**config.mk**
```make
export PLATFORM = sky130hd
export DESIGN_NAME = dma_backend
export DESIGN_NICKNAME = d
export VERILOG_FILES = /design/src/design/dma_xfer_pkg.sv /design/src/design/dma_backend.sv
export VERILOG_INCLUDE_DIRS = /design/src /design/src/design
export SDC_FILE = /design/constraint.sdc
export NUM_CORES = 1
export LEC_CHECK = 0
export BUFFER_PORTS_ARGS = -buffer_cell sky130_fd_sc_hd__buf_2
export CAP_MARGIN = 20
export CORE_AREA = 4 4 77 72
export DETAILED_ROUTE_END_ITERATION = 8
export DIE_AREA = 0 0 81 76
export MAX_ROUTING_LAYER = met4
export PLACE_DENSITY = 0.8
export SLEW_MARGIN = 40
export SYNTH_ARGS = -nofsm -noshare
export SYNTH_HDL_FRONTEND = slang
export SYNTH_SLANG_ARGS = --single-unit
```
**constraint.sdc**
```tcl
create_clock -name clk_i -period 1.94 [get_ports clk_i]
set_clock_uncertainty 0.1 [all_clocks]
set_input_delay 0 -clock clk_i [delete_from_list [all_inputs] [get_ports clk_i]]
set_output_delay 0 -clock clk_i [all_outputs]
set_load 0.005 [all_outputs]
```
**src/design/dma_defines.svh**
```systemverilog
// width, depth and backend count macros of the DMA subsystem
// shared by the packages, RTL and testbench

`ifndef DMA_DEFINES_SVH
`define DMA_DEFINES_SVH

// word address into the on-chip memory
`define DMA_ADDR_W 8
// one data word
`define DMA_DATA_W 32
// copy backends, 1, 2, 4 or 8
`define DMA_NUM_BE 4
// memory depth in words
`define DMA_MEM_WORDS 256
// transfer length in words, 0 to 256
`define DMA_LEN_W 9
// byte address width of both APB ports
`define DMA_APB_AW 12

`endif

```
**src/design/dma_xfer_pkg.sv**
```systemverilog
// copy datapath types
// backend states plus address, word and length vectors

`include "dma_defines.svh"

package dma_xfer_pkg;

  typedef logic [`DMA_ADDR_W-1:0] word_addr_t;
  typedef logic [`DMA_DATA_W-1:0] word_t;
  typedef logic [`DMA_LEN_W-1:0]  len_t;

  // backend engine states
  typedef enum logic {
    BE_IDLE = 1'b0,
    BE_COPY = 1'b1
  } be_state_e;

endpackage

```
**src/design/dma_backend.sv**
```systemverilog
// single copy engine
// moves a strided chunk of words, one read and one write per cycle

`timescale 1ns/1ps
`include "dma_defines.svh"

module dma_backend #(
  parameter int unsigned BE_IDX = 0
) (
  input  logic                     clk_i,
  input  logic                     rst_ni,
  input  logic                     start_i,
  input  dma_xfer_pkg::word_addr_t src_i,
  input  dma_xfer_pkg::word_addr_t dst_i,
  input  dma_xfer_pkg::len_t       cnt_i,
  output dma_xfer_pkg::word_addr_t rd_addr_o,
  input  dma_xfer_pkg::word_t      rd_data_i,
  output logic                     we_o,
  output dma_xfer_pkg::word_addr_t wr_addr_o,
  output dma_xfer_pkg::word_t      wr_data_o,
  output logic                     done_o
);

  import dma_xfer_pkg::*;

  // interleave stride between words of one chunk
  localparam word_addr_t STRIDE = word_addr_t'(`DMA_NUM_BE);

  be_state_e  state_q;
  word_addr_t rd_ptr_q;
  word_addr_t wr_ptr_q;
  // words still to copy
  len_t       left_q;
  logic       last;

  // memory read is combinational, data goes straight to the write port
  assign rd_addr_o = rd_ptr_q;
  assign wr_addr_o = wr_ptr_q;
  assign wr_data_o = rd_data_i;
  assign we_o      = (state_q == BE_COPY);
  assign last      = (left_q == len_t'(1));
  // done rides along with the final write
  assign done_o    = we_o & last;

  always_ff @(posedge clk_i or negedge rst_ni) begin
    if (!rst_ni) begin
      state_q  <= BE_IDLE;
      // idle pointers park on this lane's first word
      rd_ptr_q <= word_addr_t'(BE_IDX);
      wr_ptr_q <= word_addr_t'(BE_IDX);
      left_q   <= '0;
    end else begin
      case (state_q)
        BE_IDLE: begin
          if (start_i && (cnt_i != '0)) begin
            rd_ptr_q <= src_i;
            wr_ptr_q <= dst_i;
            left_q   <= cnt_i;
            state_q  <= BE_COPY;
          end
        end
        BE_COPY: begin
          rd_ptr_q <= rd_ptr_q + STRIDE;
          wr_ptr_q <= wr_ptr_q + STRIDE;
          left_q   <= left_q - len_t'(1);
          if (last) begin
            state_q <= BE_IDLE;
          end
        end
        default: state_q <= BE_IDLE;
      endcase
    end
  end

endmodule

```
==> metrics.cfg <==
[die]
rows = 24
die_w_um = 81
core_area_sq_mm = 0.00474
ios = 110
die_y_um = 76
fp.dieArea_sq_mm = 0.00616
initial_core_util = 0.342

[power_and_ir_drop]
p_leak_nw = 1.03
ir_drop_uv = 492
p_per_area_mw_per_mm2 = 1130

[cells_and_area]
antennaDiodeCount = 0
finalNetCount = 308
final_area_sq_mm = 0.00231
fillers = 450
multi_input_area_sq_um = 679
drive_above_1_share = 0.251
seqCellArea_sq_um = 651
syn_to_final_growth_pct = 42.4

[yosys]
synthArstFlopShare = 1.00
avgSynthCellArea_sq_um = 9.44
synthCells = 172
yosys-top-cells-count = buf_4, dfrtp_1, nand2_1, o21ai_0, xor2_1
ys_seq_elements = 26
yosysMostFrequentCell = buf_4
synth_area_sq_mm = 0.00162
ys_types = 34
synth_top_area_cell = dfrtp_1
syn-num-nets = 236
ys_warn_count = 0
synth_area_leaders = dfrtp_1, buf_4, nand2_1, xor2_1, o21ai_0
synth_top_area_share = 0.401
synth-edff-count = 0
synth_flop_cell = dfrtp_1
yosysSeqAreaShare = 0.401

[global_routing]
grt_pass1_vias = 1453
grt_max_degree = 28
antenna_found_initial = 0
grt_use_total = 0.140
grt_pass1_wl_um = 6760
grt_overflow = 0

[route]
via_count = 1446
first_iter_violations = 36
postRouteWirelength_um = 4200
viasPerCell = 4.69
first_pass_iters = 5
drc = 0
antenna_left = 0
routedWlPerCell_um = 13.6

[worst_setup_path]
critPathRequiredTime_ns = 2.00
start_kind = primary input
worstRegToRegCells = 4
critPathKind = primary input to flip-flop
endpoint_kind = flip-flop
r2r_setup_slack_ns = 0.43
r2r_start = we_o
cp_max_fo = 22
reg2reg_to = rd_addr_o[1]
arrival_ns = 1.93

[hold_path]
hold_start = start_i
min_to = left_q[6]
holdPathStages = 3
min_path_type = primary input to flip-flop

[clock_tree]
path_clk_slew_ns = 0.09
h-tree-depth = 1
cts_tree = yes
cts_buffer_depth = 2
clockRootBuffer = clkbuf_8
cts.sinks = 26
cts_made_buffers = 3
clkLatencyLatePin_ns = 0.26

[placed_design]
portBuffers = 45
postPlaceCellArea_sq_mm = 0.00166
dp_hpwl_um = 2520
place_congestion = 0.732

[timing]
hold_violations = 0
rsz0062_at_grt = no
max_slew_margin = 0.590
setup_viol = 0
fmax_ghz = 0.533
tns_ns = 0
tightest_slew_ns = 0.615
holdWs_ns = 0.0574
period_share = 0.966
finalCriticalPeriod_ns = 1.87
finalMaxSlewViolations = 0

[flow_run]
drv_cap = 0

[run_status]
outcome = complete, no violations

cells in the final DEF, fill, tap and decap left out, drive strengths merged, types with 2 or more instances in the layout:
cell type / instances
nand3: 5
nand4: 4
inv: 4
nand2: 22
nor3: 2
dlygate4sd3: 58
and3: 2
xnor2: 2
ha: 4
xor2: 9
mux2: 4
a221oi: 4
clkbuf: 4
dfrtp: 26
o21ai: 16
nor2: 7
a21oi: 6
mux2i: 4
buf: 48
worst max-delay path, cell delays in order:
cell	delay, ns
dlygate4sd3_1	0.53
buf_2	0.13
or4_4	0.43
o311a_1	0.38
buf_6	0.18
mux2_2	0.28
worst max path at each step:
stage             start      endpoint  slack, ns  cells after the start
2_1_floorplan  cnt_i[2]     left_q[2]       0.39                      6
3_3_place_gp   cnt_i[2]  rd_addr_o[0]       0.21                      5
3_5_place_dp   cnt_i[2]  rd_addr_o[1]       0.19                      5
4_1_cts        cnt_i[8]  rd_addr_o[1]       0.05                      6
5_1_grt        cnt_i[8]  rd_addr_o[1]       0.03                      6
6_report       cnt_i[8]  rd_addr_o[1]       0.07                      6
registers in the layout, indices dropped and copies added (netlist names):
register   count
left_q         9
rd_addr_o      8
wr_addr_o      8
we_o           1
cell type report:
type	instances	share of cell area
Sequential cell	26	0.281
Tap cell	65	0.0352
Timing Repair Buffer	106	0.360
Clock buffer	4	0.0238
Inverter	4	0.00649
Multi-Input combinational cell	103	0.294
kinds of logic (layout without fill, tap and decap cells):
group	count (synthesis)	count (layout)	share of synthesized area
adders and majority gates	4	4	0.0308
buffers and inverters	43	114	0.188
and+or+nand+nor	48	48	0.140
DFF	26	26	0.401
AOI/OAI and AO/OA	32	32	0.129
xor gates and xnor gates	11	11	0.0593
muxes	8	8	0.0524
per-layer routing:
layer  up-vias  global-route usage  share of wire
met5         -                   -              0
met2        69               0.246           0.51
li1        700                   -              -
met4         0              0.0338         0.0040
met3         2              0.0189          0.066
met1       675               0.166           0.42
what timing repair did:
action / in CTS / in global routing
endpoints found under the hold margin: 83 / 0
gates resized for setup: 0 / 3
endpoints found under the setup margin: 0 / 5
hold buffers: 58 / 0
buffers inserted: 0 / 0
through the flow:
step / worst slack, ns / utilization / cells / power, mW
after detailed placement: 0.186 / 0.350 / 246 / 2.17
after CTS: 0.0468 / 0.484 / 308 / 2.63
after floorplan: 0.389 / - / 172 / 1.83
after global placement: 0.207 / 0.350 / 246 / 2.10
after global routing: 0.0315 / 0.488 / 308 / 2.88
final: 0.0651 / 0.488 / 308 / 2.61
where the power goes:
group	switching (mW)	internal [mW]	total [mW]
Sequential	0.264	0.824	1.09
Clock	0.167	0.181	0.348
Combinational	0.563	0.616	1.18
(Power assumes the default switching activity.)
