==> src/design/dma_defines.svh <==
// width, depth and backend count macros of the DMA subsystem
// shared by the packages, RTL and testbench

`ifndef DMA_DEFINES_SVH
`define DMA_DEFINES_SVH

// word address into the on-chip memory
`define DMA_ADDR_W 8
// one data word
`define DMA_DATA_W 32
// copy backends, 1, 2, 4 or 8
`define DMA_NUM_BE 4
// memory depth in words
`define DMA_MEM_WORDS 256
// transfer length in words, 0 to 256
`define DMA_LEN_W 9
// byte address width of both APB ports
`define DMA_APB_AW 12

`endif

==> src/design/dma_completion.sv <==
// completion tracker
// pending mask of started backends, merged complete pulse and idle flag

`timescale 1ns/1ps
`include "dma_defines.svh"

module dma_completion (
  input  logic                   clk_i,
  input  logic                   rst_ni,
  input  logic                   launch_i,
  input  logic                   xfer_start_i,
  input  logic [`DMA_NUM_BE-1:0] active_mask_i,
  input  logic [`DMA_NUM_BE-1:0] done_i,
  output logic                   complete_o,
  output logic                   idle_o
);

  logic [`DMA_NUM_BE-1:0] pending_q;
  logic [`DMA_NUM_BE-1:0] pending_d;
  // waiting for the pending mask to drain
  logic                   armed_q;
  logic                   busy_q;
  logic                   fire;

  // start loads the mask, done pulses knock bits out
  always_comb begin
    if (xfer_start_i) begin
      pending_d = active_mask_i & ~done_i;
    end else begin
      pending_d = pending_q & ~done_i;
    end
  end

  // an empty mask at start (len 0) completes right away
  assign fire = (xfer_start_i | armed_q) & (pending_d == '0);

  always_ff @(posedge clk_i or negedge rst_ni) begin
    if (!rst_ni) begin
      pending_q  <= '0;
      armed_q    <= 1'b0;
      busy_q     <= 1'b0;
      complete_o <= 1'b0;
    end else begin
      pending_q  <= pending_d;
      complete_o <= fire;
      if (fire) begin
        armed_q <= 1'b0;
      end else if (xfer_start_i) begin
        armed_q <= 1'b1;
      end
      // busy from launch, ahead of the splitter start, until completion
      if (launch_i) begin
        busy_q <= 1'b1;
      end else if (fire) begin
        busy_q <= 1'b0;
      end
    end
  end

  assign idle_o = ~busy_q;

endmodule

==> config.mk <==
export PLATFORM = sky130hd
export DESIGN_NAME = dma_completion
export DESIGN_NICKNAME = d
export VERILOG_FILES = /design/src/design/dma_completion.sv
export VERILOG_INCLUDE_DIRS = /design/src /design/src/design
export SDC_FILE = /design/constraint.sdc
export NUM_CORES = 1
export LEC_CHECK = 0
export BUFFER_PORTS_ARGS = -buffer_cell sky130_fd_sc_hd__buf_2
export CORE_AREA = 4 4 41 43
export CTS_BUF_LIST = sky130_fd_sc_hd__clkbuf_16
export DETAILED_ROUTE_END_ITERATION = 8
export DIE_AREA = 0 0 45 47
export MAX_ROUTING_LAYER = met4
export PLACE_DENSITY = 0.45
export SLEW_MARGIN = 30
export SYNTH_ARGS = -nofsm -noshare
export SYNTH_HDL_FRONTEND = slang
export SYNTH_SLANG_ARGS = --single-unit
==> constraint.sdc <==
create_clock -name clk_i -period 2.1 [get_ports clk_i]
set_input_delay 0.315 -clock clk_i [delete_from_list [all_inputs] [get_ports clk_i]]
set_output_delay 0.315 -clock clk_i [all_outputs]
set_load 0.1 [all_outputs]
==> flow_summary_export.csv, run 1 <==
group,metric,value,unit
outcome,status,"finished clean",
finish,nFillCells,148,
routing,avgRoutedWirePerCell,12.0,um
placed_design,gp_congestion,0.741,
critical_path,reg2regPathDepth,3,
sta,max_freq,712,MHz
floorplan,rows,13,
synthesis,ys_seq_area_share,59.1,%
floorplan,dieHeight,47,um
power,power.leakage,0.244,nW
min_path,worstHoldPathType,"primary input to register",
routing,dr.pass1.iters,2,
power,p_int,0.421,mW
finish,antenna_cells,0,
critical_path,criticalPathCategory,"register to primary output",
critical_path,worst_setup_path_start_kind,"register",
min_path,holdPathStages,2,
sta,period_share,66.9,%
synthesis,ys_types,9,
finish,drive_gt1_share,42.9,%
synthesis,mappedNetlistNets,37,
routing,via_per_inst,4.19,
synthesis,ys.warnings.count,0,
floorplan,ios,14,
critical_path,worstSetupEndpointType,"primary output",
placed_design,hpwlAfterDp,505,um
sta,drv_slew,0,
synthesis,netlist_top_cells_area,"dfrtp_1, mux2i_1, nor2_1, o22a_2, buf_6",
clock_network,clockRootBuffer,"clkbuf_16",
synthesis,synth_top_area_share,59.1,%
finish,mostFrequentLayoutCells,"buf_2, nor2_1, dfrtp_1",
clock_network,clk_path_buf_depth,2,
clock_network,cts_buffers,3,
sta,period_needed,1.40,ns
grt,grt_overflow,0,
synthesis,syn_area,297,sq um
power,clock_power_share,56.9,%
grt,grt_max_degree,8,
synthesis,synth-seq-cells,7,
finish,nNetsFinal,55,
power,comb_power_share,16.0,%
routing,wirelength,686,um
routing,drc,0,
sta,fin_setup_tns,0,ns
routing,vias,239,
floorplan,fp.dieW,45,um
synthesis,synth_top_area_cell,"dfrtp_1",
critical_path,worstPathMaxFanout,2,
sta,hold_violations,0,
grt,antenna_found_initial,0,
synthesis,syn_inst,25,
critical_path,critPathRequiredTime,1.78,ns
sta,worst_slew_pin_slew,0.497,ns
power,worst_ir_drop_vdd,0.485,mV
power,seqPwrFrac,27.1,%
clock_network,cts_resized,0,
grt,grt_pass1_vias,219,
power,switching_share,24.9,%
power,cellPowerDensity,1220,nW/um^2
grt,track_usage,8.06,%
routing,drt_iter0_markers,1,
clock_network,cts_tree,"yes",
placed_design,io_buffers,13,
sta,setup_viol,0,
floorplan,die_area,2120,sq um
finish,final_cells,57,
clock_network,insertion_delay,0.23,ns
sta,finClkSkew,0.000980,ns
synthesis,syn_area_per_cell,11.9,sq um
routing,detail-route-antenna-nets,0,
critical_path,crit_arrival,1.09,ns
sta,rsz0062_at_grt,"no",
sta,slew_headroom,67.1,%
clock_network,h-tree-depth,1,
run,drv_cap,0,
power,switchingPower,0.139,mW
finish,final_common_cell,"buf_2",
placed_design,dp.cells,52,
floorplan,core,1300,sq um
grt,grt_pass1_wl,1.01,mm
floorplan,start_util,22.8,%
clock_network,path_clk_slew,0.04,ns
clock_network,cts_num_sinks,7,
finish,synthToLayoutAreaGrowth,54.4,%
[metrics by stage]
stage | hold WS, ns | power (mW) | setup slack [ns] | utilization (%) | cell area, sq um
finish | 0.247 | 0.560 | 0.696 | 35.2 | 458
global route | 0.252 | 0.580 | 0.684 | 35.2 | 458
CTS | 0.245 | 0.567 | 0.702 | 35.2 | 458
detailed placement | 0.157 | 0.241 | 0.921 | 28.4 | 369
global placement | 0.152 | 0.240 | 0.962 | 28.4 | 369
floorplan | 0.0194 | 0.219 | 0.839 | - | 297
[per-layer routing]
metal	vias up	track usage (%)	part of all wire (%)
met5	-	-	0
met4	0	8.77	3.2
met3	3	4.98	11
met2	10	10.5	47
met1	107	7.67	39
li1	119	-	-
[power groups by stage]
stage	sequential (mW)	clock (mW)	combinational [mW]
CTS	0.152	0.326	0.0902
global placement	0.153	0	0.0865
detailed placement	0.153	0	0.0877
global route	0.153	0.333	0.0942
finish	0.151	0.318	0.0898
floorplan	0.172	0	0.0464
[timing repair]
action	in CTS	in global routing
hold endpoints to repair	7	0
buffers inserted	0	0
hold buffers	1	0
[state kept, by name, summed over array words and instances, names as in the netlist]
name	cells
pending_q	4
armed_q	1
busy_q	1
complete_o	1
[worst paths after layout]
path	from	endpoint	slack, ns
worst max-delay path	busy_q	idle_o	0.70
worst max register to register	pending_q[2]	complete_o	1.13
worst min register to register	pending_q[0]	pending_q[0]	0.51
worst min-delay path	done_i[0]	pending_q[0]	0.25
max in group asynchronous	rst_ni	complete_o	1.47
min in group asynchronous	rst_ni	pending_q[1]	0.47
[kinds of logic (layout without fill, tap and decap cells)]
family | count (synthesis) | in the layout | share of synthesized area, %
AOI/OAI and AO/OA | 4 | 4 | 10.5
buffers and inverters | 2 | 19 | 5.06
DFF | 7 | 7 | 59.1
muxes | 4 | 4 | 13.5
and+or+nand+nor | 8 | 8 | 11.8
[final cells by class]
cell class              count  area (sq um)  share of cell area [%]
multi-input cells          16           106                    23.2
well taps                  15          18.8                    4.10
inverters                   1          3.75                   0.820
repair buffers             14          75.1                    16.4
clock buffers               3          75.1                    16.4
flip-flops and latches      7           175                    38.3
clock inverters             1          3.75                   0.820
[cells in the mapped netlist]
cell / n
dfrtp_1: 7
nor2_1: 7
mux2i_1: 4
o22a_2: 2
a21oi_1: 1
a31oi_1: 1
and3b_1: 1
buf_6: 1
inv_1: 1
[worst max-delay path, stage by stage (launching register included)]
cell	delay (ns)
dfrtp_1	0.37
inv_1	0.06
buf_2	0.42
Power figures use the tool's default switching activity.
==> run 2, diff against run 1 <==
--- a/config.mk
+++ b/config.mk
@@ -6,13 +6,14 @@
 export SDC_FILE = /design/constraint.sdc
 export NUM_CORES = 1
 export LEC_CHECK = 0
+export ABC_AREA = 1
 export BUFFER_PORTS_ARGS = -buffer_cell sky130_fd_sc_hd__buf_2
 export CORE_AREA = 4 4 41 43
 export CTS_BUF_LIST = sky130_fd_sc_hd__clkbuf_16
 export DETAILED_ROUTE_END_ITERATION = 8
 export DIE_AREA = 0 0 45 47
 export MAX_ROUTING_LAYER = met4
-export PLACE_DENSITY = 0.45
+export PLACE_DENSITY = 0.5
 export SLEW_MARGIN = 30
 export SYNTH_ARGS = -nofsm -noshare
 export SYNTH_HDL_FRONTEND = slang
==> constraint.sdc (replaced) <==
create_clock -name clk_i -period 1.3 [get_ports clk_i]
set_input_delay 0.195 -clock clk_i [delete_from_list [all_inputs] [get_ports clk_i]]
set_output_delay 0.195 -clock clk_i [all_outputs]
set_load 0.1 [all_outputs]
==> run 2 against run 1 <==
Compared with the run above:
- hold slack got worse by 0.086 ns
- critical path depth decreased by 1
- total power increased by 63%
- count of clock-buffer cells in the layout unchanged
- die area unchanged
- clock skew about the same
- cell count increased by 39%
- critical endpoint is now complete_o
- largest power group unchanged
==> flow_summary_export.csv, run 2 <==
group,metric,value,unit
outcome,status,"finished clean",
synthesis,ys_types,11,
placed_design,hpwlAfterDp,484,um
synthesis,ys.warnings.count,0,
grt,antenna_found_initial,0,
clock_network,cts_buffers,3,
clock_network,cts_num_sinks,7,
sta,rsz0062_at_grt,"no",
critical_path,startpoint,"complete_o",
routing,avgRoutedWirePerCell,7.85,um
finish,nFillCells,144,
critical_path,crit_family,"buffers and inverters",
clock_network,path_clk_slew,0.03,ns
floorplan,die_area,2120,sq um
floorplan,ios,14,
placed_design,io_buffers,13,
sta,fin_setup_tns,0,ns
power,cellPowerDensity,1690,nW/um^2
synthesis,syn_area_per_cell,7.64,sq um
synthesis,syn_area,352,sq um
synthesis,post_synth_fa_ha_maj_area_fraction,0,%
synthesis,ys_seq_area_share,49.8,%
finish,multi_input_area,105,sq um
clock_network,clockRootBuffer,"clkbuf_16",
critical_path,critPathRequiredTime,1.11,ns
synthesis,mappedNetlistNets,58,
critical_path,path_cells,"buf_2",
synthesis,synth_top_family_by_area,"simple AND/OR/NAND/NOR gates",
finish,largest_reg_flops,4,
synthesis,synth_xor_area_share,0,%
synthesis,synth_top_area_cell,"dfrtp_1",
routing,dr.pass1.iters,4,
finish,seqCellArea,175,sq um
clock_network,cts_tree,"yes",
routing,vias,291,
sta,setup_viol,0,
placed_design,gp_congestion,0.690,
floorplan,fp.dieW,45,um
synthesis,netlist_top_cells_area,"dfrtp_1, nand2_1, inv_1, nand3_2, inv_2",
finish,antenna_cells,0,
power,power.leakage,0.344,nW
synthesis,synth-compound-area-share,1.42,%
clock_network,insertion_delay,0.23,ns
sta,hold_violations,0,
critical_path,r2r_start,"pending_q[2]",
finish,mostFrequentLayoutCells,"inv_1, nand2_1, buf_2",
critical_path,worstSetupEndpointType,"primary output",
finish,regMostFlops,"pending_q",
routing,wirelength,620,um
floorplan,start_util,27.0,%
finish,drive_gt1_share,39.1,%
synthesis,synth_flop_cell,"dfrtp_1",
sta,period_needed,1.15,ns
critical_path,crit_arrival,0.95,ns
critical_path,criticalPathCategory,"register to primary output",
critical_path,worst_setup_path_start_kind,"register",
power,worst_ir_drop_vdd,0.830,mV
run,drv_cap,0,
critical_path,worstPathMaxFanout,1,
synthesis,synth.most_common_cell,"nand2_1",
sta,drv_slew,0,
min_path,holdCritStartpoint,"launch_i",
synthesis,async_flop_share,100,%
synthesis,synthTopCellsByCount,"nand2_1, inv_1, dfrtp_1",
synthesis,synth_edf_count,0,
critical_path,critical_path.slowest_cell,"buf_2",
routing,drc,0,
routing,detail-route-antenna-nets,0,
floorplan,dieHeight,47,um
synthesis,syn_inst,46,
routing,via_per_inst,3.68,
finish,synthToLayoutAreaGrowth,53.4,%
sta,worst_slew_pin_slew,0.484,ns
routing,drt_iter0_markers,3,
sta,period_share,88.1,%
sta,hold_ws,0.162,ns
synthesis,synth.area.mux_share,0,%
grt,grt_max_degree,8,
critical_path,critPathBufInv,1,
clock_network,clk_path_buf_depth,2,
sta,finClkSkew,0.000922,ns
synthesis,synth_top_area_share,49.8,%
floorplan,rows,13,
critical_path,max_stage_delay,0.41,ns
clock_network,cts_resized,0,
finish,nNetsFinal,77,
clock_network,h-tree-depth,1,
grt,grt_pass1_vias,286,
grt,grt_overflow,0,
finish,fin_util,41.4,%
sta,max_freq,873,MHz
grt,track_usage,7.66,%
synthesis,synth-simple-area-share,28.5,%
floorplan,core,1300,sq um
synthesis,synth-seq-cells,7,
min_path,worstHoldPathType,"primary input to register",
sta,slew_headroom,68.0,%
grt,grt_pass1_wl,1.05,mm
==> run 2: cell type report <==
type	instances	share of cell area, %
timing repair buffer	14	16.7
clock inverter	1	0.696
multi-input combinational	20	19.5
sequential	7	32.5
clock buffer	3	13.9
tap	15	3.48
inverter	19	13.2
==> run 2: worst paths after layout <==
| path | cells after the start | slack [ns] | end |
|---|---|---|---|
| setup / recovery | 1 | 0.15 | complete_o |
| hold / removal | 3 | 0.16 | busy_q |
| setup reg to reg | 8 | 0.27 | busy_q |
| hold reg to reg | 2 | 0.48 | busy_q |
| max in group asynchronous | 2 | 0.81 | complete_o |
| min in group asynchronous | 2 | 0.33 | pending_q[1] |
==> run 2: through the flow <==
step           instance area [sq um]  cells  power [mW]  worst slack, ns
2_1_floorplan                    352     46       0.355            0.159
3_3_place_gp                     450     74       0.405            0.254
3_5_place_dp                     450     74       0.406            0.246
4_1_cts                          539     79       0.920            0.145
5_1_grt                          539     79       0.950            0.129
6_report                         539     79       0.911            0.155
==> run 2: logic make-up (layout without fill, tap and decap cells) <==
logic type	count (synthesis)	count (layout)
and+or+nand+nor	19	19
AOI/OAI and AO/OA	1	1
DFF	7	7
buffers and inverters	19	37
==> run 2: report_power, final <==
part | internal (mW) | switching (mW) | leakage (nW)
clock | 0.399 | 0.107 | 0.0423
sequential | 0.240 | 0.00711 | 0.0864
combinational | 0.0518 | 0.106 | 0.215
total | 0.691 | 0.220 | 0.344
==> run 2: routing by layer <==
metal  track usage [%]  routed length (um)  vias to the layer above
met5                 -                   0                        -
met1              7.24                 253                      125
met3              3.45                  36                        0
li1                  -                   -                      160
met2              12.4                 330                        6
met4              5.26                   0                        0
==> run 2: tightest hold or removal path, stage by stage <==
cell and delay, ns:
buf_2 0.08, inv_1 0.03, nand2_1 0.05
==> run 2: timing repair <==
action	CTS	global route
hold endpoints to repair	7	0
setup buffers	0	0
hold buffers	1	0
