--- config.mk ---
export PLATFORM = sky130hd
export DESIGN_NAME = dma_splitter
export DESIGN_NICKNAME = d
export VERILOG_FILES = /design/src/design/dma_xfer_pkg.sv /design/src/design/dma_splitter.sv
export VERILOG_INCLUDE_DIRS = /design/src /design/src/design
export SDC_FILE = /design/constraint.sdc
export NUM_CORES = 1
export LEC_CHECK = 0
export ABC_CLOCK_PERIOD_IN_PS = 950
export BUFFER_PORTS_ARGS = -buffer_cell sky130_fd_sc_hd__buf_2
export CAP_MARGIN = 30
export CORE_UTILIZATION = 51
export CTS_CLUSTER_SIZE = 30
export DETAILED_ROUTE_END_ITERATION = 10
export PLACE_DENSITY = 0.8
export SYNTH_ARGS = -nofsm -noshare
export SYNTH_HDL_FRONTEND = slang
export SYNTH_SLANG_ARGS = --single-unit
export TNS_END_PERCENT = 5
--- constraint.sdc ---
create_clock -name clk_i -period 0.95 [get_ports clk_i]
set_clock_uncertainty 0.1 [all_clocks]
set_input_delay 0.0475 -clock clk_i [delete_from_list [all_inputs] [get_ports clk_i]]
set_output_delay 0.0475 -clock clk_i [all_outputs]
set_load 0.05 [all_outputs]
--- src/design/dma_defines.svh ---
// width, depth and backend count macros of the DMA subsystem
// shared by the packages, RTL and testbench

`ifndef DMA_DEFINES_SVH
`define DMA_DEFINES_SVH

// word address into the on-chip memory
`define DMA_ADDR_W 8
// one data word
`define DMA_DATA_W 32
// copy backends, 1, 2, 4 or 8
`define DMA_NUM_BE 4
// memory depth in words
`define DMA_MEM_WORDS 256
// transfer length in words, 0 to 256
`define DMA_LEN_W 9
// byte address width of both APB ports
`define DMA_APB_AW 12

`endif

--- src/design/dma_xfer_pkg.sv ---
// copy datapath types
// backend states plus address, word and length vectors

`include "dma_defines.svh"

package dma_xfer_pkg;

  typedef logic [`DMA_ADDR_W-1:0] word_addr_t;
  typedef logic [`DMA_DATA_W-1:0] word_t;
  typedef logic [`DMA_LEN_W-1:0]  len_t;

  // backend engine states
  typedef enum logic {
    BE_IDLE = 1'b0,
    BE_COPY = 1'b1
  } be_state_e;

endpackage

--- src/design/dma_splitter.sv ---
// word-interleaved transfer splitter
// per-backend chunk descriptors, start pulses and active mask

`timescale 1ns/1ps
`include "dma_defines.svh"

module dma_splitter (
  input  logic                     clk_i,
  input  logic                     rst_ni,
  input  logic                     launch_i,
  input  dma_xfer_pkg::word_addr_t src_i,
  input  dma_xfer_pkg::word_addr_t dst_i,
  input  dma_xfer_pkg::len_t       len_i,
  output logic [`DMA_NUM_BE-1:0]   start_o,
  output dma_xfer_pkg::word_addr_t chunk_src_o [`DMA_NUM_BE],
  output dma_xfer_pkg::word_addr_t chunk_dst_o [`DMA_NUM_BE],
  output dma_xfer_pkg::len_t       chunk_cnt_o [`DMA_NUM_BE],
  output logic                     xfer_start_o,
  output logic [`DMA_NUM_BE-1:0]   active_mask_o
);

  import dma_xfer_pkg::*;

  len_t                   cnt_d [`DMA_NUM_BE];
  logic [`DMA_NUM_BE-1:0] mask_d;
  logic [`DMA_NUM_BE-1:0] mask_q;
  logic                   xfer_q;

  // backend k takes words k, k+N, ... below len
  // count is ceil((len-k)/N), zero when len <= k
  always_comb begin
    for (int k = 0; k < `DMA_NUM_BE; k++) begin
      if (len_i > len_t'(k)) begin
        cnt_d[k] = (len_i - len_t'(k) + len_t'(`DMA_NUM_BE - 1)) / len_t'(`DMA_NUM_BE);
      end else begin
        cnt_d[k] = '0;
      end
      mask_d[k] = (cnt_d[k] != '0);
    end
  end

  always_ff @(posedge clk_i or negedge rst_ni) begin
    if (!rst_ni) begin
      xfer_q <= 1'b0;
      mask_q <= '0;
    end else begin
      xfer_q <= launch_i;
      if (launch_i) begin
        mask_q <= mask_d;
      end
    end
  end

  // chunk descriptors, valid from the start pulse on
  always_ff @(posedge clk_i) begin
    if (launch_i) begin
      for (int k = 0; k < `DMA_NUM_BE; k++) begin
        chunk_src_o[k] <= src_i + word_addr_t'(k);
        chunk_dst_o[k] <= dst_i + word_addr_t'(k);
        chunk_cnt_o[k] <= cnt_d[k];
      end
    end
  end

  // only backends with work see a start
  assign start_o       = mask_q & {`DMA_NUM_BE{xfer_q}};
  assign xfer_start_o  = xfer_q;
  assign active_mask_o = mask_q;

endmodule

==> results.yml, run 1 <==
status:
  outcome: "complete, but fails checks"
  violations: "hold timing, setup timing"
worst_setup_path:
  cp_max_fo: 4
  r2r_cells: 3
  critPathMaxStageDelay_ns: 0.40
  criticalPathCategory: "in2reg"
  reg2reg_slack_ns: -0.01
  cp_cell_sequence: "buf_6 -> or3_4 -> nor4_4 -> a222oi_1 -> nor4b_2 -> a21oi_1"
  r2r-end: "active_mask_o[1]"
  cp_top_family: "simple AND/OR/NAND/NOR gates"
  crit_required_ns: 1.08
  critical_path_arrival_ns: 1.43
  rr_startpoint: "active_mask_o[1]"
  critPathBufInv: 1
  critPathCaptureType: "flop"
  slowest_stage: "or3_4"
  cp-start-kind: "input port"
grt:
  globalRouteMet1Util_pct: 32.5
  grt_usage_pct: 27.5
  gr-total-overflow: 0
  grt_max_degree: 24
  use_met2_pct: 48.0
  grt_pass1_vias: 3365
  antenna_found_initial: 0
  grt_first_pass_wirelength_mm: 17.7
  grtUsageMet3_pct: 6.39
  top_usage_layer: "met2"
timing:
  whs_ns: -0.0249
  fin_crit_sh_pct: 136
  worst_slack_ns: -0.346
  fin_setup_tns_ns: -15.47
  rsz0062_at_grt: "true"
  setup_violations: 114
  fin_crit_ns: 1.30
  hold_viol: 1
  maxSlewViolCount: 0
  timing.fmax_mhz: 772
floorplanning:
  fp-row-count: 33
  die_y_um: 93.7
  start_util_pct: 52.5
  ios: 137
  die_area_mm2: 0.00879
  core_area_mm2: 0.00818
  die_w_um: 93.7
synthesis:
  synthMuxAreaShare_pct: 0.233
  synth-seq-area-share_pct: 64.5
  synth_edf_count: 88
  syn_area_mm2: 0.00429
  synth-simple-area-share_pct: 10.7
  synthDistinctLibCells: 40
  yosys.area_share.xor_xnor_pct: 11.6
  synth_compound_area_share_pct: 3.35
  synthAdderAreaFrac_pct: 3.21
  syn_inst: 324
  yosys_warnings: 0
  synth_top_family_by_area: "XOR/XNOR gates"
  ys_async_sr_fraction_pct: 5.38
  synth_ff_type: "edfxtp_1"
  avgSynthCellArea_um2: 13.2
  synth.ff_latch_count: 93
route:
  drtPass1Iterations: 5
  drt_iter0_drc: 218
  vias: 3380
  drc: 0
  wl_mm: 12.5
  ant_nets: 0
  wl_per_cell_um: 19.6
  viasPerCell: 5.31
cts:
  cts_max_path_buffers: 2
  holdBufCountCts: 26
  clk_latency_ns: 0.35
  clk_pin_slew_ns: 0.08
  cts_tree: "built"
  cts_buffers: 9
  numClockSinks: 93
  htreeDepth: 3
  cts-root-buf: "clkbuf_8"
worst_hold_path:
  hold_end: "active_mask_o[3]"
  holdCritStartpoint: "len_i[8]"
  hp-class: "in2reg"
  whs_path_depth: 3
final_layout:
  finalNetCount: 565
  utilization_pct: 81.4
  syn2layout_area_growth_pct: 55.0
  drive_above_1_share_pct: 45.2
  nFillCells: 388
  fin_cells: 636
  final_cell_area_mm2: 0.00665
  final_cell_mix: "96 x buf_6, 88 x edfxtp_1, 66 x buf_4"
  final_common_cell: "buf_6"
  diodes: 0
placement:
  placed_area_mm2: 0.00539
  post-place-cells: 590
  portBuffers: 128
  dpl.hpwl_mm: 6.73
  globalplace.congestion: 0.912
job:
  max-cap-violations: 0
power:
  p_per_area_mw_per_mm2: 1710
  p_leak_nw: 2.77
  ir_drop_uv: 839
==> area by class of cell <==
class	count	area, µm²	share of cell area [%]
Inverter	10	37.5	0.564
Clock inverter	6	92.6	1.39
Tap cell	105	131	1.97
Clock buffer	10	128	1.92
Timing Repair Buffer	220	2110	31.7
Sequential cell	93	2770	41.6
Multi-Input combinational cell	192	1390	20.9
==> how the worst max path moves through the flow <==
stage	to	cells after the start	start
global route	active_mask_o[2]	6	len_i[6]
detailed placement	active_mask_o[0]	8	len_i[1]
floorplan	active_mask_o[2]	6	len_i[7]
CTS	start_o[3]	2	xfer_start_o
finish	active_mask_o[2]	6	len_i[5]
global placement	active_mask_o[2]	6	len_i[5]
==> synth_stat cells (all sizes together), types with 2 or more instances <==
master | count | area, µm²
a41oi | 2 | 17.5
a31oi | 2 | 12.5
xnor2 | 31 | 272
ha | 11 | 138
dfrtp | 5 | 125
inv | 10 | 37.5
nand4 | 6 | 37.5
nand2 | 30 | 113
nor2b | 4 | 27.5
buf | 21 | 168
nor4 | 2 | 27.5
nand3 | 9 | 45.0
nor3 | 4 | 20.0
o21ai | 4 | 20.0
xor2 | 26 | 228
a21oi | 9 | 45.0
or3 | 3 | 23.8
clkbuf | 14 | 56.3
edfxtp | 88 | 2640
and2 | 5 | 31.3
nor2 | 25 | 93.8
==> metal layers <==
layer | part of all wire, % | up-vias
met4 | 3.2 | 0
met5 | 0 | -
met3 | 8.4 | 37
met2 | 52 | 240
met1 | 36 | 1600
li1 | - | 1503
==> worst min-delay path: cells and delay by family <==
family,cells,cell delay (ns)
AOI/OAI and AO/OA,1,0.15
buffers and inverters,1,0.12
and+or+nand+nor,1,0.06
==> power breakdown <==
| group | total, mW | internal [mW] | switching (mW) |
|---|---|---|---|
| Clock | 2.92 | 1.50 | 1.42 |
| Combinational | 3.35 | 1.21 | 2.14 |
| Sequential | 5.10 | 4.91 | 0.197 |
==> metrics by stage <==
stage / setup WS [ns] / total power [mW]
floorplan: -0.497 / 6.98
global placement: -0.597 / 7.70
detailed placement: -0.648 / 7.74
CTS: -0.297 / 11.2
global route: -0.368 / 11.7
finish: -0.346 / 11.4
==> repair_timing <==
action	in CTS	in global routing
endpoints found under the setup margin	117	126
resized for setup	206	30
buffers inserted	0	4
endpoints found under the hold margin	39	1
pin swaps	5	9
cloned	0	0
==> logic make-up after synthesis <==
family          count (synthesis)
fa+ha+maj                      11
xor+xnor                       57
flops                          93
compound gates                 23
buf+inv                        46
other cells                     1
simple gates                   92
mux                             1
==> state kept, by name, summed over array words and instances (netlist names) <==
signal / count
active_mask_o: 4
xfer_start_o: 1
chunk_dst_o: 30
chunk_cnt_o: 28
chunk_src_o: 30
(Power assumes the default switching activity.)
==> run 2: changes to the inputs <==
SETUP_SLACK_MARGIN = 0.02   (was not set)
==> run 2 against run 1 <==
Against the previous run: the run still ends with hold timing, setup timing left; clock-buffer cell count did not move; final cell count unchanged; core utilization about the same; critical endpoint unchanged; highest routed layer unchanged.
==> results.yml, run 2 (synthesis results as in run 1) <==
floorplanning:
  fp-row-count: 33
  start_util_pct: 52.5
  die_w_um: 93.7
  ios: 137
  die_area_mm2: 0.00879
  core_area_mm2: 0.00818
  die_y_um: 93.7
route:
  wl_per_cell_um: 19.4
  drc: 0
  ant_nets: 0
  wl_mm: 12.3
  vias: 3357
  drt_iter0_drc: 161
  drtPass1Iterations: 5
  viasPerCell: 5.28
grt:
  grt_usage_pct: 27.6
  grt_pass1_vias: 3369
  grt_max_degree: 24
  grt_first_pass_wirelength_mm: 17.7
  gr-total-overflow: 0
  antenna_found_initial: 0
worst_setup_path:
  critPathCaptureType: "flop"
  cp_max_fo: 4
  cp-start-kind: "input port"
  critical_path_arrival_ns: 1.41
  criticalPathCategory: "in2reg"
  crit_required_ns: 1.08
power:
  p_leak_nw: 2.76
  swShare_pct: 33.1
  p_per_area_mw_per_mm2: 1710
  power.share.sequential_pct: 44.9
  switching_power_mw: 3.77
  internal-power_mw: 7.62
  pwr-share-comb_pct: 29.3
  pwr-share-clk_pct: 25.8
  ir_drop_uv: 896
cts:
  clk_latency_ns: 0.35
  numClockSinks: 93
  clk_pin_slew_ns: 0.09
  cts_max_path_buffers: 2
  cts_buffers: 9
  cts-root-buf: "clkbuf_8"
  holdBufCountCts: 26
  htreeDepth: 3
  cts_tree: "built"
timing:
  worst_slack_ns: -0.331
  maxSlewViolCount: 0
  fin_crit_ns: 1.28
  hold_viol: 1
  fin_crit_sh_pct: 135
  timing.fmax_mhz: 780
  rsz0062_at_grt: "true"
  whs_ns: -0.0259
  setup_violations: 113
final_layout:
  final_cell_mix: "96 x buf_6, 88 x edfxtp_1, 66 x buf_4"
  diodes: 0
  reg.largest.list: "chunk_dst_o (30), chunk_src_o (30), chunk_cnt_o (28)"
  final_common_cell: "buf_6"
  drive_above_1_share_pct: 45.8
  multi_input_area_mm2: 0.00140
  seq_area_mm2: 0.00277
  nFillCells: 393
  fin_cells: 636
  syn2layout_area_growth_pct: 55.1
  finalNetCount: 565
placement:
  globalplace.congestion: 0.912
  post-place-cells: 590
  dpl.hpwl_mm: 6.73
  portBuffers: 128
  place_ws_ns: -0.648
worst_hold_path:
  hp-class: "in2reg"
status:
  violations: "hold timing, setup timing"
  outcome: "complete, but fails checks"
job:
  max-cap-violations: 0
run 2: cell types whose count changed in the layout (fill, tap and decap cells not counted):
cell | before | now
nor2_1 | 24 | 21
nor2_2 | 1 | 4
buf_2 | 23 | 24
clkbuf_4 | 1 | 0
nor3_1 | 2 | 1
nor3_2 | 2 | 3
xnor2_1 | 30 | 31
xnor2_2 | 1 | 0
run 2: path summary, 6_finish.rpt:
| check | cells after the start | startpoint | to | slack [ns] |
|---|---|---|---|---|
| max in group asynchronous | 3 | rst_ni | active_mask_o[0] | 0.06 |
| worst max register to register | 3 | active_mask_o[1] | active_mask_o[1] | -0.01 |
| worst min-delay path | 3 | len_i[8] | active_mask_o[3] | -0.03 |
| worst max-delay path | 6 | len_i[5] | active_mask_o[2] | -0.33 |
| min in group asynchronous | 3 | rst_ni | xfer_start_o | 0.53 |
| worst min register to register | 2 | active_mask_o[3] | active_mask_o[3] | 0.51 |
run 2: power groups by stage:
stage | combinational [mW] | sequential, mW | clock [mW]
3_3_place_gp | 2.63 | 5.07 | 0
3_5_place_dp | 2.66 | 5.08 | 0
6_report | 3.34 | 5.11 | 2.94
5_1_grt | 3.47 | 5.13 | 3.13
4_1_cts | 3.21 | 5.08 | 2.92
2_1_floorplan | 0.645 | 6.34 | 0
run 2: timing repair:
item / in CTS / in global routing
resized for setup: 208 / 30
gates cloned: 0 / 0
buffers inserted: 0 / 4
endpoints found under the setup margin: 119 / 130
pin swaps: 7 / 9
hold endpoints to repair: 39 / 1
run 2: metrics by stage:
stage / utilization (%) / power (mW) / hold WS, ns / TNS (ns) / instance area, µm²
2_1_floorplan: - / 6.98 / -0.348 / -8.26 / 4320
3_3_place_gp: 65.9 / 7.70 / -0.220 / -15.59 / 5390
3_5_place_dp: 65.9 / 7.74 / -0.219 / -16.83 / 5390
4_1_cts: 79.8 / 11.2 / -0.0398 / -14.70 / 6520
5_1_grt: 81.4 / 11.7 / -0.0297 / -18.94 / 6660
6_report: 81.4 / 11.4 / -0.0259 / -15.51 / 6660
run 2: routing by layer:
layer / up-vias / track usage, % / wire, µm
met4: 0 / 11.8 / 327
met5: - / 0 / 0
li1: 1498 / - / -
met1: 1617 / 32.5 / 4580
met2: 211 / 48.1 / 6530
met3: 31 / 6.39 / 909
run 2: final cells by class:
type / instances / area share (%)
sequential: 93 / 41.6
timing repair buffer: 220 / 31.6
multi-input combinational: 192 / 21.0
tap: 105 / 1.97
clock buffer: 10 / 1.92
clock inverter: 6 / 1.39
inverter: 10 / 0.564
run 2: critical path, stage by stage:
cell      delay (ns)
buf_6           0.09
or3_4           0.40
nor4_4          0.24
a222oi_1        0.21
nor4b_2         0.32
a21oi_1         0.10
==> run 3: changes to the inputs <==
==> constraint.sdc (replaced) <==
create_clock -name clk_i -period 0.95 [get_ports clk_i]
set_clock_uncertainty 0.1 [all_clocks]
set_input_delay 0.19 -clock clk_i [delete_from_list [all_inputs] [get_ports clk_i]]
set_output_delay 0.19 -clock clk_i [all_outputs]
set_load 0.05 [all_outputs]
==> run 3 against run 2 <==
Against the previous run: the flow finishes with violations (setup timing); die area unchanged; final area is 0.70% lower; largest power group unchanged; sequential share of layout area rose by 0.29 points; hold slack better by 0.047 ns; first-iteration DRC count grew 17%; largest cell class unchanged; combinational power about the same; clock power grew 2%.
==> results.yml, run 3 (synthesis results as in run 1) <==
status:
  outcome: "complete, but fails checks"
  violations: "setup timing"
cts:
  cts_tree: "built"
  clk_pin_slew_ns: 0.11
  clk_latency_ns: 0.34
  cts_buffers: 9
  htreeDepth: 3
  cts_max_path_buffers: 2
  cts-root-buf: "clkbuf_8"
  numClockSinks: 93
final_layout:
  syn2layout_area_growth_pct: 54.0
  reg.largest.list: "chunk_dst_o (30), chunk_src_o (30), chunk_cnt_o (28)"
  drive_above_1_share_pct: 50.3
  diodes: 0
  finalNetCount: 551
  final_common_cell: "buf_6"
  nFillCells: 421
  final_cell_mix: "102 x buf_6, 88 x edfxtp_1, 68 x buf_4"
timing:
  fin_setup_tns_ns: -32.59
  timing.fmax_mhz: 716
  rsz0062_at_grt: "true"
  setup_violations: 128
  fin_crit_ns: 1.40
  fin_crit_sh_pct: 147
  hold_viol: 0
  worst_slack_ns: -0.447
  maxSlewViolCount: 0
  whs_ns: 0.0214
placement:
  portBuffers: 128
  globalplace.congestion: 0.906
  place_ws_ns: -0.765
  dpl.hpwl_mm: 7.24
floorplanning:
  start_util_pct: 52.5
  die_y_um: 93.7
  fp-row-count: 33
  ios: 137
  die_w_um: 93.7
  die_area_mm2: 0.00879
  core_area_mm2: 0.00818
route:
  vias: 3314
  wl_per_cell_um: 20.5
  drc: 0
  ant_nets: 0
  drtPass1Iterations: 7
  wl_mm: 12.8
  drt_iter0_drc: 188
  viasPerCell: 5.33
grt:
  grt_max_degree: 25
  gr-total-overflow: 0
  grt_usage_pct: 28.0
  grt_first_pass_wirelength_mm: 17.8
  grt_pass1_vias: 3306
  antenna_found_initial: 0
job:
  max-cap-violations: 0
worst_setup_path:
  cp-start-kind: "flop"
  reg2reg_slack_ns: -0.09
  critPathMaxStageDelay_ns: 0.42
  crit_required_ns: 0.66
  critical_path_arrival_ns: 1.11
  cp_cell_sequence: "and2_4 -> buf_8"
  criticalPathCategory: "reg2out"
  cp_max_fo: 5
  slowest_stage: "dfrtp_1"
  critPathCaptureType: "output pin"
worst_hold_path:
  hp-class: "in2reg"
power:
  p_leak_nw: 2.71
  p_per_area_mw_per_mm2: 1730
  total_power_mw: 11.5
  ir_drop_uv: 918
==> run 3: layout make-up <==
class / count / area (µm²) / area share, %
Sequential cell: 93 / 2770 / 41.9
Timing Repair Buffer: 206 / 1980 / 30.0
Multi-Input combinational cell: 192 / 1470 / 22.2
Tap cell: 105 / 131 / 1.99
Clock buffer: 10 / 128 / 1.93
Clock inverter: 6 / 93.8 / 1.42
Inverter: 10 / 37.5 / 0.568
==> run 3: metal layers <==
metal	up-vias	part of all wire (%)	wire length, µm	global-route usage, %
li1	1477	-	-	-
met4	0	2.4	303	11.5
met1	1617	36	4630	31.6
met2	198	54	6930	51.4
met3	22	7.0	899	5.58
met5	-	0	0	0
==> run 3: worst max-delay path: cells and delay by family (launching register included) <==
kind | cells | cell delay [ns]
buffers and inverters | 1 | 0.15
flip-flops | 1 | 0.42
AND/OR/NAND/NOR | 1 | 0.18
==> run 3: final timing paths <==
kind | cells after the start | to | start
max | 2 | start_o[0] | xfer_start_o
max reg2reg | 4 | active_mask_o[2] | active_mask_o[2]
min in group asynchronous | 2 | xfer_start_o | rst_ni
min | 2 | chunk_src_o[16] | src_i[0]
min reg2reg | 3 | active_mask_o[3] | active_mask_o[3]
max in group asynchronous | 2 | active_mask_o[0] | rst_ni
==> run 3: timing repair <==
item	CTS	global route
setup endpoints to repair	140	147
hold buffers	9	0
pin swaps	10	7
gates resized for setup	227	46
endpoints found under the hold margin	13	0
buffers inserted	2	1
==> run 3: per-stage QoR <==
stage	instance area, µm²	instances	utilization (%)
after floorplan	4320	331	-
after global placement	5400	594	66.1
after detailed placement	5400	594	66.1
after CTS	6440	621	78.8
after global routing	6610	622	80.9
final	6610	622	80.9
==> run 3: report_power, final <==
part	internal, mW	switching (mW)	leakage [nW]
combinational	1.18	2.15	1.69
clock	1.51	1.50	0.107
sequential	4.91	0.216	0.908
total	7.60	3.86	2.71
